--- src/bus_pkg.sv ---
/*
 * host bus package
 * widths of the cpu bus, the address map regions and the
 * address word that the decoder and testbench share
 */

package bus_pkg;

    localparam int addr_width = 24;
    localparam int data_width = 32;
    localparam int index_width = 2;

    // 4-bit region field at the top of the address
    localparam logic [3:0] region_dsp = 4'd1;
    localparam logic [3:0] region_io = 4'd2;

    // field view of a host address
    typedef struct packed {
        logic [3:0] region;
        logic [15:0] unused;
        logic [index_width-1:0] index;
        logic [1:0] byte_offset;
    } host_addr_fields_t;

    // one address word, seen raw or split into fields
    typedef union packed {
        logic [addr_width-1:0] raw;
        host_addr_fields_t field;
    } host_addr_u;

endpackage

--- src/periph_pkg.sv ---
/*
 * peripheral package
 * register indices of the dsp and i/o blocks, status reset value
 * and the button positions in the mock gamepad register
 */

package periph_pkg;

    // dsp operand indices that both read back the product
    localparam logic [1:0] reg_dsp_a = 2'd0;
    localparam logic [1:0] reg_dsp_b = 2'd1;

    // i/o block
    localparam logic [1:0] reg_status = 2'd0;
    localparam logic [1:0] reg_pad = 2'd1;

    // red led lit out of reset
    localparam logic [1:0] status_reset_value = 2'b01;

    localparam int pad_width = 16;
    localparam int pad_bit_b = 0;
    localparam int pad_bit_right = 6;
    localparam int pad_bit_left = 7;

endpackage
--- src/periph_if.sv ---
/*
 * peripheral bus interface
 * one access from the decoder to a peripheral and the
 * peripheral's response back to the arbiter
 */

`timescale 1ns/100ps

interface periph_if
    import bus_pkg::*;
();

    logic en;
    logic write_en;
    logic [index_width-1:0] index;
    logic [data_width-1:0] write_data;
    logic [data_width-1:0] read_data;
    logic ready;

    modport decoder (
        output en, write_en, index, write_data
    );

    modport periph (
        input en, write_en, index, write_data,
        output read_data, ready
    );

    modport arbiter (
        input ready, read_data
    );

endinterface

--- src/dsp_mult.sv ---
/*
 * dsp multiplier
 * two 16-bit operand registers and a signed product register,
 * read back as a 32-bit word
 */

`timescale 1ns/100ps

module dsp_mult
    import bus_pkg::*;
    import periph_pkg::*;
(
    input  logic vdp_clk,
    periph_if.periph bus
);

    logic signed [15:0] op_a;
    logic signed [15:0] op_b;
    logic signed [31:0] product;
    logic ready_r;
    logic [data_width-1:0] read_data_r;

    // operand registers take the low half of the write word
    always_ff @(posedge vdp_clk) begin
        if (bus.en && bus.write_en && bus.index == reg_dsp_a) begin
            op_a <= bus.write_data[15:0];
        end

        if (bus.en && bus.write_en && bus.index == reg_dsp_b) begin
            op_b <= bus.write_data[15:0];
        end

        // signed 16x16 product updated every cycle
        product <= op_a * op_b;
    end

    always_ff @(posedge vdp_clk) begin
        ready_r <= bus.en;
        // writes answer with zero
        if (bus.en) begin
            read_data_r <= bus.write_en ? '0 : product;
        end
    end

    assign bus.ready = ready_r;
    assign bus.read_data = read_data_r;

    a_ready_follows_en: assert property (@(posedge vdp_clk)
        (bus.en |=> bus.ready) and (bus.ready |-> $past(bus.en)));

endmodule

--- src/io_regs.sv ---
/*
 * i/o register block
 * status leds and a mock gamepad shift register loaded from
 * the three board buttons
 */

`timescale 1ns/100ps

module io_regs
    import bus_pkg::*;
    import periph_pkg::*;
(
    input  logic vdp_clk,
    input  logic vdp_reset,
    periph_if.periph bus,

    input  logic btn_1,
    input  logic btn_2,
    input  logic btn_3,

    output logic led_r,
    output logic led_b
);

    logic [1:0] status;
    logic [1:0] pad_ctrl;
    logic pad_clk_r;
    logic [pad_width-1:0] pad_state;
    logic [pad_width-1:0] pad_buttons;
    logic ready_r;
    logic [data_width-1:0] read_word;
    logic [data_width-1:0] read_data_r;

    logic status_write;
    logic pad_write;
    logic pad_latch;
    logic pad_clk;

    assign status_write = bus.en && bus.write_en && bus.index == reg_status;
    assign pad_write = bus.en && bus.write_en && bus.index == reg_pad;
    assign pad_latch = pad_ctrl[0];
    assign pad_clk = pad_ctrl[1];

    // only left, right and b come from buttons
    always_comb begin
        pad_buttons = '0;
        pad_buttons[pad_bit_b] = btn_2;
        pad_buttons[pad_bit_right] = btn_3;
        pad_buttons[pad_bit_left] = btn_1;
    end

    always_ff @(posedge vdp_clk) begin
        if (vdp_reset) begin
            status <= status_reset_value;
            pad_ctrl <= 2'b00;
            pad_clk_r <= 1'b0;
            pad_state <= '0;
            ready_r <= 1'b0;
        end else begin
            ready_r <= bus.en;

            if (status_write) begin
                status <= bus.write_data[1:0];
            end
            if (pad_write) begin
                pad_ctrl <= bus.write_data[1:0];
            end

            if (pad_latch) begin
                pad_state <= pad_buttons;
            end
            // rising pad clock shifts right with zero fill at the top
            if (pad_clk && !pad_clk_r) begin
                pad_state <= {1'b0, pad_state[pad_width-1:1]};
            end
            pad_clk_r <= pad_clk;
        end
    end

    always_comb begin
        read_word = '0;
        if (!bus.write_en) begin
            case (bus.index)
                reg_status: read_word[1:0] = status;
                reg_pad: read_word[0] = pad_state[0];
                default: read_word = '0;
            endcase
        end
    end

    always_ff @(posedge vdp_clk) begin
        if (bus.en) begin
            read_data_r <= read_word;
        end
    end

    assign bus.ready = ready_r;
    assign bus.read_data = read_data_r;
    assign led_r = status[0];
    assign led_b = status[1];

endmodule

--- src/mmio_arbiter.sv ---
/*
 * mmio bus arbiter
 * merges the peripheral responses and the unmapped flag into
 * one registered ready and read word for the cpu
 */

`timescale 1ns/100ps

module mmio_arbiter
    import bus_pkg::*;
(
    input  logic vdp_clk,
    input  logic vdp_reset,

    periph_if.arbiter dsp_bus,
    periph_if.arbiter io_bus,
    input  logic unmapped,

    output logic cpu_mem_ready,
    output logic [data_width-1:0] cpu_read_data
);

    logic unmapped_d;
    logic any_ready;
    logic [data_width-1:0] sel_data;

    // unmapped pulse delayed to line up with peripheral ready
    always_ff @(posedge vdp_clk) begin
        if (vdp_reset) begin
            unmapped_d <= 1'b0;
        end else begin
            unmapped_d <= unmapped;
        end
    end

    assign any_ready = dsp_bus.ready || io_bus.ready || unmapped_d;

    always_comb begin
        if (dsp_bus.ready) begin
            sel_data = dsp_bus.read_data;
        end else if (io_bus.ready) begin
            sel_data = io_bus.read_data;
        end else begin
            // unmapped or idle
            sel_data = '0;
        end
    end

    always_ff @(posedge vdp_clk) begin
        if (vdp_reset) begin
            cpu_mem_ready <= 1'b0;
        end else begin
            cpu_mem_ready <= any_ready;
        end
    end

    always_ff @(posedge vdp_clk) begin
        cpu_read_data <= sel_data;
    end

    a_single_responder: assert property (@(posedge vdp_clk) disable iff (vdp_reset)
        !(dsp_bus.ready && io_bus.ready));

    // one access in flight means ready is never two cycles wide
    a_ready_pulse: assert property (@(posedge vdp_clk) disable iff (vdp_reset)
        cpu_mem_ready |=> !cpu_mem_ready);

endmodule

--- src/mmio_decoder.sv ---
/*
 * mmio address decoder
 * captures one cpu access at a time and turns it into a single
 * enable pulse for the dsp or i/o block, or an unmapped pulse
 */

`timescale 1ns/100ps

module mmio_decoder
    import bus_pkg::*;
(
    input  logic vdp_clk,
    input  logic vdp_reset,

    input  logic cpu_mem_valid,
    input  host_addr_u cpu_address,
    input  logic [3:0] cpu_wstrb,
    input  logic [data_width-1:0] cpu_write_data,
    input  logic cpu_mem_ready,

    output logic unmapped,
    periph_if.decoder dsp_bus,
    periph_if.decoder io_bus
);

    logic busy;
    logic pending;
    logic accept;
    logic dsp_en;
    logic io_en;
    logic unmapped_r;

    host_addr_u addr_r;
    logic write_r;
    logic [data_width-1:0] wdata_r;

    // only one access in flight until the response is seen
    assign accept = !busy && cpu_mem_valid;

    always_ff @(posedge vdp_clk) begin
        if (vdp_reset) begin
            busy <= 1'b0;
            pending <= 1'b0;
            dsp_en <= 1'b0;
            io_en <= 1'b0;
            unmapped_r <= 1'b0;
        end else begin
            dsp_en <= 1'b0;
            io_en <= 1'b0;
            unmapped_r <= 1'b0;

            if (accept) begin
                busy <= 1'b1;
                pending <= 1'b1;
            end else if (cpu_mem_ready) begin
                busy <= 1'b0;
            end

            // one cycle after capture, fire the enable for the region
            if (pending) begin
                pending <= 1'b0;
                case (addr_r.field.region)
                    region_dsp: dsp_en <= 1'b1;
                    region_io: io_en <= 1'b1;
                    default: unmapped_r <= 1'b1;
                endcase
            end
        end
    end

    always_ff @(posedge vdp_clk) begin
        if (accept) begin
            addr_r <= cpu_address;
            write_r <= |cpu_wstrb;
            wdata_r <= cpu_write_data;
        end
    end

    assign unmapped = unmapped_r;

    assign dsp_bus.en = dsp_en;
    assign dsp_bus.write_en = write_r;
    assign dsp_bus.index = addr_r.field.index;
    assign dsp_bus.write_data = wdata_r;

    assign io_bus.en = io_en;
    assign io_bus.write_en = write_r;
    assign io_bus.index = addr_r.field.index;
    assign io_bus.write_data = wdata_r;

    // each access lands on exactly one target
    a_one_target: assert property (@(posedge vdp_clk) disable iff (vdp_reset)
        $onehot0({dsp_bus.en, io_bus.en, unmapped}));

endmodule

--- src/periph_bus_top.sv ---
/*
 * peripheral bus top
 * cpu mmio slice with decoder, dsp multiplier, i/o registers
 * and response arbiter on the video clock
 */

`timescale 1ns/100ps

module periph_bus_top
    import bus_pkg::*;
(
    input  logic vdp_clk,
    input  logic vdp_reset,

    input  logic cpu_mem_valid,
    input  logic [addr_width-1:0] cpu_address,
    input  logic [3:0] cpu_wstrb,
    input  logic [data_width-1:0] cpu_write_data,

    input  logic btn_1,
    input  logic btn_2,
    input  logic btn_3,

    output logic cpu_mem_ready,
    output logic [data_width-1:0] cpu_read_data,

    output logic led_r,
    output logic led_b
);

    logic unmapped;

    periph_if dsp_bus ();
    periph_if io_bus ();

    mmio_decoder decoder (
        .vdp_clk(vdp_clk),
        .vdp_reset(vdp_reset),
        .cpu_mem_valid(cpu_mem_valid),
        .cpu_address(host_addr_u'(cpu_address)),
        .cpu_wstrb(cpu_wstrb),
        .cpu_write_data(cpu_write_data),
        .cpu_mem_ready(cpu_mem_ready),
        .unmapped(unmapped),
        .dsp_bus(dsp_bus.decoder),
        .io_bus(io_bus.decoder)
    );

    dsp_mult dsp (
        .vdp_clk(vdp_clk),
        .bus(dsp_bus.periph)
    );

    io_regs io (
        .vdp_clk(vdp_clk),
        .vdp_reset(vdp_reset),
        .bus(io_bus.periph),
        .btn_1(btn_1),
        .btn_2(btn_2),
        .btn_3(btn_3),
        .led_r(led_r),
        .led_b(led_b)
    );

    mmio_arbiter arbiter (
        .vdp_clk(vdp_clk),
        .vdp_reset(vdp_reset),
        .dsp_bus(dsp_bus.arbiter),
        .io_bus(io_bus.arbiter),
        .unmapped(unmapped),
        .cpu_mem_ready(cpu_mem_ready),
        .cpu_read_data(cpu_read_data)
    );

endmodule

--- config.mk ---
export PLATFORM = sky130hd
export DESIGN_NAME = periph_bus_top
export DESIGN_NICKNAME = d
export VERILOG_FILES = /design/src/bus_pkg.sv /design/src/periph_pkg.sv /design/src/periph_if.sv /design/src/dsp_mult.sv /design/src/io_regs.sv /design/src/mmio_arbiter.sv /design/src/mmio_decoder.sv /design/src/periph_bus_top.sv
export SDC_FILE = /design/constraint.sdc
export NUM_CORES = 1
export LEC_CHECK = 0
export ABC_CLOCK_PERIOD_IN_PS = 7050
export BUFFER_PORTS_ARGS = -buffer_cell sky130_fd_sc_hd__buf_2
export CAP_MARGIN = 20
export CORE_MARGIN = 3
export CORE_UTILIZATION = 50
export CTS_BUF_LIST = sky130_fd_sc_hd__clkbuf_16
export DETAILED_ROUTE_END_ITERATION = 10
export GPL_TIMING_DRIVEN = 0
export HOLD_SLACK_MARGIN = 0.03
export PLACE_DENSITY = 0.68
export SLEW_MARGIN = 30
export SYNTH_ARGS = -nofsm -noshare
export SYNTH_HDL_FRONTEND = slang
export SYNTH_SLANG_ARGS = --single-unit
--- constraint.sdc ---
create_clock -name vdp_clk -period 7.05 [get_ports vdp_clk]
set_input_delay 1.41 -clock vdp_clk [delete_from_list [all_inputs] [get_ports vdp_clk]]
set_output_delay 1.41 -clock vdp_clk [all_outputs]
set_load 0.01 [all_outputs]
=== Yosys cells after proc, flatten, opt, wreduce, memory -nomap -nowiden ===
Cells that the tools add are included.

* Memory bits (writable): 0
* Bits in latches: 0
* Memories: 0
* Register bits: 230
* Logic and storage cells: 61
* Output and inout port bits: 35
* Memory bits (read-only): 0

* Reductions and logical operators: 20
* Multiplexer cells: 11
* Eq/ne operators: 3
* Shifts and indexed selects: 0
* Multipliers: 1
* Add/sub/neg operators: 0
* Bitwise operators: 2
* Magnitude comparators: 0
* Divide/modulo/power cells: 0

{| class="wikitable"
|+ Operator list
! operator !! number
|-
| 32-bit 2-to-1 mux || 2
|-
| 16-bit by 16-bit multiplier with 32-bit output || 1
|-
| 15-bit 2-to-1 mux || 2
|-
| 1-bit logical AND || 8
|-
| 2-bit OR reduction || 4
|-
| 1-bit 2-to-1 mux || 6
|-
| 4-bit by 1-bit == test with 1-bit output, second input constant || 1
|-
| 4-bit by 2-bit == test with 1-bit output, second input constant || 1
|-
| 2-bit nonzero test || 2
|-
| 4-bit OR reduction || 1
|-
| 2-bit by 1-bit == test with 1-bit output, second input constant || 1
|-
| 1-bit logical NOT || 2
|-
| 2-bit logical NOT || 1
|-
| 1-bit logical OR || 2
|-
| 1-bit inverter || 2
|-
| 1-bit one-hot mux with 2 select lines || 1
|}

=== Depth between registers and ports, before layout ===
* Word-level depth: 3
* Gate-level depth with buffers: 23
* Mapped depth without buffers: 21

=== Hierarchy ===
From an unflattened synthesis, not the netlist that was laid out.

* Cells, all modules: 1524
* Area total of the unflattened synthesis: 16435.8 sq um

{| class="wikitable"
|+ Modules (own cells, without submodules)
! module !! sequential area each (sq um) !! area each (sq um) !! cells an instance !! times used
|-
| dsp_mult || 2582.5 || 12891.1 || 1262 || 1
|-
| mmio_decoder || 1271.2 || 1642.8 || 92 || 1
|-
| mmio_arbiter || 680.7 || 1053.5 || 79 || 1
|-
| io_regs || 340.3 || 848.3 || 91 || 1
|}

=== Worst setup path before layout ===
Ideal clock, no wire load.

* Path type: register to register
* From: register dsp.op_a[15]
* To: register dsp.product[30]
* Setup slack: 1.121 ns
* Setup time: 0.062 ns
* Data arrival time: 5.867 ns
* Buffers on the path: 1
* Stages on the path, launching flop included: 20
* Required time: 6.988 ns
* Path through: edfxtp_1 -> clkbuf_1 -> nand2_1 -> inv_1 -> fa_1 -> fa_1 -> fa_1 -> fa_1 -> fa_1 -> inv_1 -> fa_1 -> inv_1 -> ha_1 -> and3_1 -> a221oi_2 -> nor2b_2 -> a311oi_4 -> nor4_2 -> or4_1 -> nand3_1

* Longest elaborated chain between the ends: 1

{| class="wikitable"
|+ RTL lines
! element !! line !! RTL
|-
| start: declaration || dsp_mult.sv:17 || <nowiki>logic signed [15:0] op_a;</nowiki>
|-
| start signal: assignment || dsp_mult.sv:26 || <nowiki>op_a <= bus.write_data[15:0];</nowiki>
|-
| 16-bit by 16-bit multiplier with 32-bit output || dsp_mult.sv:34 || <nowiki>product <= op_a * op_b;</nowiki>
|-
| end signal: assignment || dsp_mult.sv:34 ||
|-
| end: declaration || dsp_mult.sv:19 || <nowiki>logic signed [31:0] product;</nowiki>
|}

No other way between the ends.
A chain may end at the register's enable or synchronous reset.

=== Final worst setup path ===
* From: register dsp.op_b[6]
* To: register dsp.product[31]

* Longest elaborated chain between the ends: 1

{| class="wikitable"
|+ RTL lines
! element !! line !! RTL
|-
| start: declaration || dsp_mult.sv:18 || <nowiki>logic signed [15:0] op_b;</nowiki>
|-
| start signal: assignment || dsp_mult.sv:30 || <nowiki>op_b <= bus.write_data[15:0];</nowiki>
|-
| 16-bit by 16-bit multiplier with 32-bit output || dsp_mult.sv:34 ||
|}

No other way between the ends.

==> results list <==
- Run status: complete, no violations
- Number of cell rows: 62
- Max VDD drop: 0.1803 mV
* Standby leakage power: between 7 and 8 nW
* Part of the power in the clock network: 41.9%
- Fill cell instance count of the final layout: 2,564
* FF+latch area: 4395 um2
* Async S/R FF share, synth: 0%
- For this block, the routed nets add up to 32,830 um of wire.
* DR DRC count: 0
- Yosys attributes the largest share of cell area to fa_1, edfxtp_1, dfxtp_1.
- The tool flagged a number of max-cap violations equal to 0.
- The most used flip-flop cell after synthesis is edfxtp_1.
- Clock-pin slew was measured on the worst setup and hold paths at approximately 0.07 ns.
- For this run the aggregate overflow at the end of global routing stands at 0.
- Critical Path Sink Type: flip-flop
* Wire per inst: 17.46 um
- Cell with the biggest individual delay on the critical path: edfxtp_1
- Once the clock tree was built, the resizer swapped 0 gates to a different size.
- Among all cell types in the netlist, the one instantiated most often is inv_1.
- Setup violations remaining at the end of the flow were counted as 0.
* Die extent in y: 179.6 um
- Top Family by Delay on Critical Path: adder cells
* Synth Area in Simple Gates: between 10 and 15%
- Entering global routing, the biggest net connects 29 pins.
- On the final layout, the worst clock skew is between 0.015 and 0.02 ns.
- The longest clock path from root to sink contains 2 buffers.
* Antenna Cells: 0
- After synthesis, the netlist uses 54 different library cells.
- Cell Int Power: 1.618 mW
- Routability-driven placement congestion ratio: 0.9410
- TritonCTS built the clock tree.
- Top cells by instance count after synthesis: inv_1, fa_1, and2_1, nand2_1, edfxtp_1
- The largest total area in the synthesized netlist belongs to fa_1.
- The count of nets left with antenna violations once routing finished came out at 0.
- Post-CTS Repair Setup Buffers: 0
- The count of buffers added on input and output ports is 66.
- The via count of the first global-routing pass is 10,501.
* Wire length of the first global-routing pass: 54,220 um
- Headroom to the max-slew limit: between 50% and 60%
* Part of the total power dissipated in sequential elements: a little over half
- Compared with the post-synthesis result, the final layout area differs by 9.879%.
* Crit path buf inv count: 5
- Hold timing on the final database bottoms out at a slack of 0.4399 ns.
* Accumulated negative setup slack: 0 ns
- Final Max Slew Viols: 0
- Synthesized-area fraction occupied by ao, oa, aoi and oai cells: under 10%
- At the later pin of the worst-skew pair, clock insertion delay measures 0.43 ns.
- Worst-case setup slack after placement: 0.2648 ns
* Count of nets after finishing: 1,893
- Starting density of the core: 51.67%
* Depth of the CTS H-tree: 4
- Summing the sequential cell areas from Yosys gives between 20 and 30% of the chip area.
* CP Data Required Time: ~7.4 ns
- Crit path arrival time: 7.09 ns
- Setup repair after global routing missed its margin: false
- Along the worst path, the maximum fanout reaches 10.
* Area of placed instances: 15,980 um2
* Power density of the placed cells: 128.0 nW/um2
- Of the post-synthesis cell area, the part taken by muxes is 0.4649%.
* Share of post-route cells with drive strength above 1: 8.757%
* Cell chain of the critical path: clkbuf_1 > and2_1 > fa_1 > inv_1 > fa_1 > fa_1 > fa_1 > inv_1 > fa_1 > inv_1 > fa_1 > inv_1 > ha_1 > a21o_1 > a21o_1 > a21o_1 > a32oi_1 > o311a_1 > a21o_1 > o21ai_1 > o211ai_1
- Summing every instance area after synthesis gives ~15,000 um2.
- Clock root cell: clkbuf_16
- Detailed placement ended at an HPWL of 26,530 um.
- Footprint of the multi-input gates: 9428 um2
* Fin worst setup slack: 0.3006 ns
- Adder-Cell Fraction of Synth Area: roughly two fifths
- Summing all non-filler instances in the final layout gives an area of 16,560 um2.
- Based on the critical path, the design can be clocked at up to between 100 and 150 MHz.
- The die covers around 32,000 um2.
- After clock tree synthesis, the flow added hold-fix buffers numbering 0.
- Measured along the x axis, the die boundary spans ~180 um.
* Combinational Power Share: 6.1%
- The number of endpoints with negative hold slack in the final report is 0.
* Startpoint type of the worst setup path: flip-flop
- Pin placement for this block handled 101 I/O pins.
- Xor-xnor portion of the synthesized cell area: 1.976%
* Number of flops mapped to enable cells by yosys: 89
* Post-Synthesis Net Count: 1,802
- In the global route stage, overall resource usage came out at 21.33%.
- Initial antenna violation count: 0
* Syn Area/Cell: between 10 and 15 um2
* Seq cells post-synth: between 150 and 200
- The worst path in the final design needs a cycle of approximately 6.7 ns, including I/O delays and setup.
- Synth warnings: 0
* Number of buffers created by CTS: 17
- Setup Crit Path Kind: reg -> reg
- The clock net in this run drives a total of 175 sinks.
- For the pin with the worst max-slew slack, the measured transition is 0.6741 ns.
- Switching Fraction: 23.68%
- The core region is 29,170 um2.
- For this design the total switching power over the nets is 0.5019 mW.
* Fraction of post-synthesis cell area in the top cell type by area: 34.80%
* Initial DRC count: 611
* Vias post-DR: 9,646
- Worst min-delay path class: reg -> reg
- After synthesis, the largest family of logic cells by area is adder cells.
- The most numerous cell type found on the critical path is fa_1.
- Period Utilization, post-route: around 96%
* Average via count per standard cell: 5.131
* Crit-path max cell delay: 0.59 ns
* Post-synthesis instance total: 1,392
- Detailed Routing Iterations Pass 1: 5
==> worst reg2reg max path, cell delays in order (launching register included) <==
cell	delay, ns
edfxtp_1	0.59
clkbuf_1	0.53
and2_1	0.23
fa_1	0.43
inv_1	0.09
fa_1	0.45
fa_1	0.45
fa_1	0.49
inv_1	0.05
fa_1	0.52
inv_1	0.05
fa_1	0.47
inv_1	0.04
ha_1	0.34
a21o_1	0.18
a21o_1	0.17
a21o_1	0.19
a32oi_1	0.46
o311a_1	0.40
a21o_1	0.19
o21ai_1	0.10
o211ai_1	0.24
==> worst paths after layout <==
kind	to	from	cells after the start	slack [ns]
min	arbiter.unmapped_d	decoder.unmapped	1	0.44
max	dsp.product[31]	dsp.op_b[6]	21	0.30
min reg2reg	arbiter.unmapped_d	decoder.unmapped	1	0.44
max reg2reg	dsp.product[31]	dsp.op_b[6]	21	0.30
==> state kept, by name, indices dropped and copies added, names as in the netlist, 2 cells and up <==
signal / flops
dsp.bus.read_data: 32
io.pad_ctrl: 2
dsp.op_b: 16
dsp.op_a: 16
io.status: 2
decoder.addr_r: 6
decoder.dsp_bus.write_data: 16
dsp.product: 32
io.pad_state: 8
io.bus.read_data: 2
arbiter.cpu_read_data: 32
==> layout make-up <==
type,instances,share of cell area (%)
well taps,384,2.901
clock buffers,17,2.569
repair buffers,72,2.463
plain buffers,44,1.058
multi-input cells,879,56.93
inverters,294,6.664
flip-flops and latches,175,26.54
clock inverters,15,0.8764
==> cells in the final DEF, fill, tap and decap left out, types with 9 or more instances in the layout <==
master,Yosys,layout
and2_1,154,154
xnor2_1,27,27
clkbuf_16,0,17
o21ai_0,11,11
buf_2,1,67
ha_1,82,82
a21o_1,11,11
nand2_1,131,131
fa_1,262,261
inv_1,294,295
nor3_1,10,9
edfxtp_1,89,89
a21oi_1,26,26
nor2b_1,39,38
nor3b_1,10,9
nor2_1,35,35
dfxtp_1,86,85
clkbuf_1,40,33
==> routing by layer <==
| metal | share of wire, % | routed length [um] | track usage, % |
|---|---|---|---|
| met2 | 49 | 16070 | 35.79 |
| met5 | 0 | 0 | 0 |
| met3 | 5.9 | 1937 | 4.163 |
| met1 | 42 | 13750 | 27.88 |
| met4 | 3.3 | 1068 | 7.550 |
==> through the flow <==
step / cells / utilization, % / total power, mW
2_1_floorplan: 1392 / - / 1.209
3_3_place_gp: 1842 / 54.45 / 1.249
3_5_place_dp: 1848 / 54.78 / 1.254
4_1_cts: 1880 / 56.74 / 2.145
5_1_grt: 1880 / 56.78 / 2.205
6_report: 1880 / 56.78 / 2.120
==> power groups by stage <==
stage / sequential, mW / clock (mW) / combinational, mW
floorplan: 1.12 / 0 / 0.0879
global placement: 1.13 / 0 / 0.124
detailed placement: 1.13 / 0 / 0.129
CTS: 1.10 / 0.913 / 0.130
global route: 1.10 / 0.956 / 0.145
finish: 1.10 / 0.889 / 0.129
==> kinds of logic (layout without fill, tap and decap cells) <==
| kind of cell | Yosys count | in the layout |
|---|---|---|
| AOI/OAI and AO/OA | 88 | 88 |
| xor gates and xnor gates | 34 | 34 |
| adders and majority gates | 344 | 344 |
| buffers and inverters | 338 | 442 |
| DFF | 175 | 175 |
| muxes | 7 | 7 |
| and+or+nand+nor | 406 | 406 |
No activity file was read; power rests on OpenSTA's default activity.
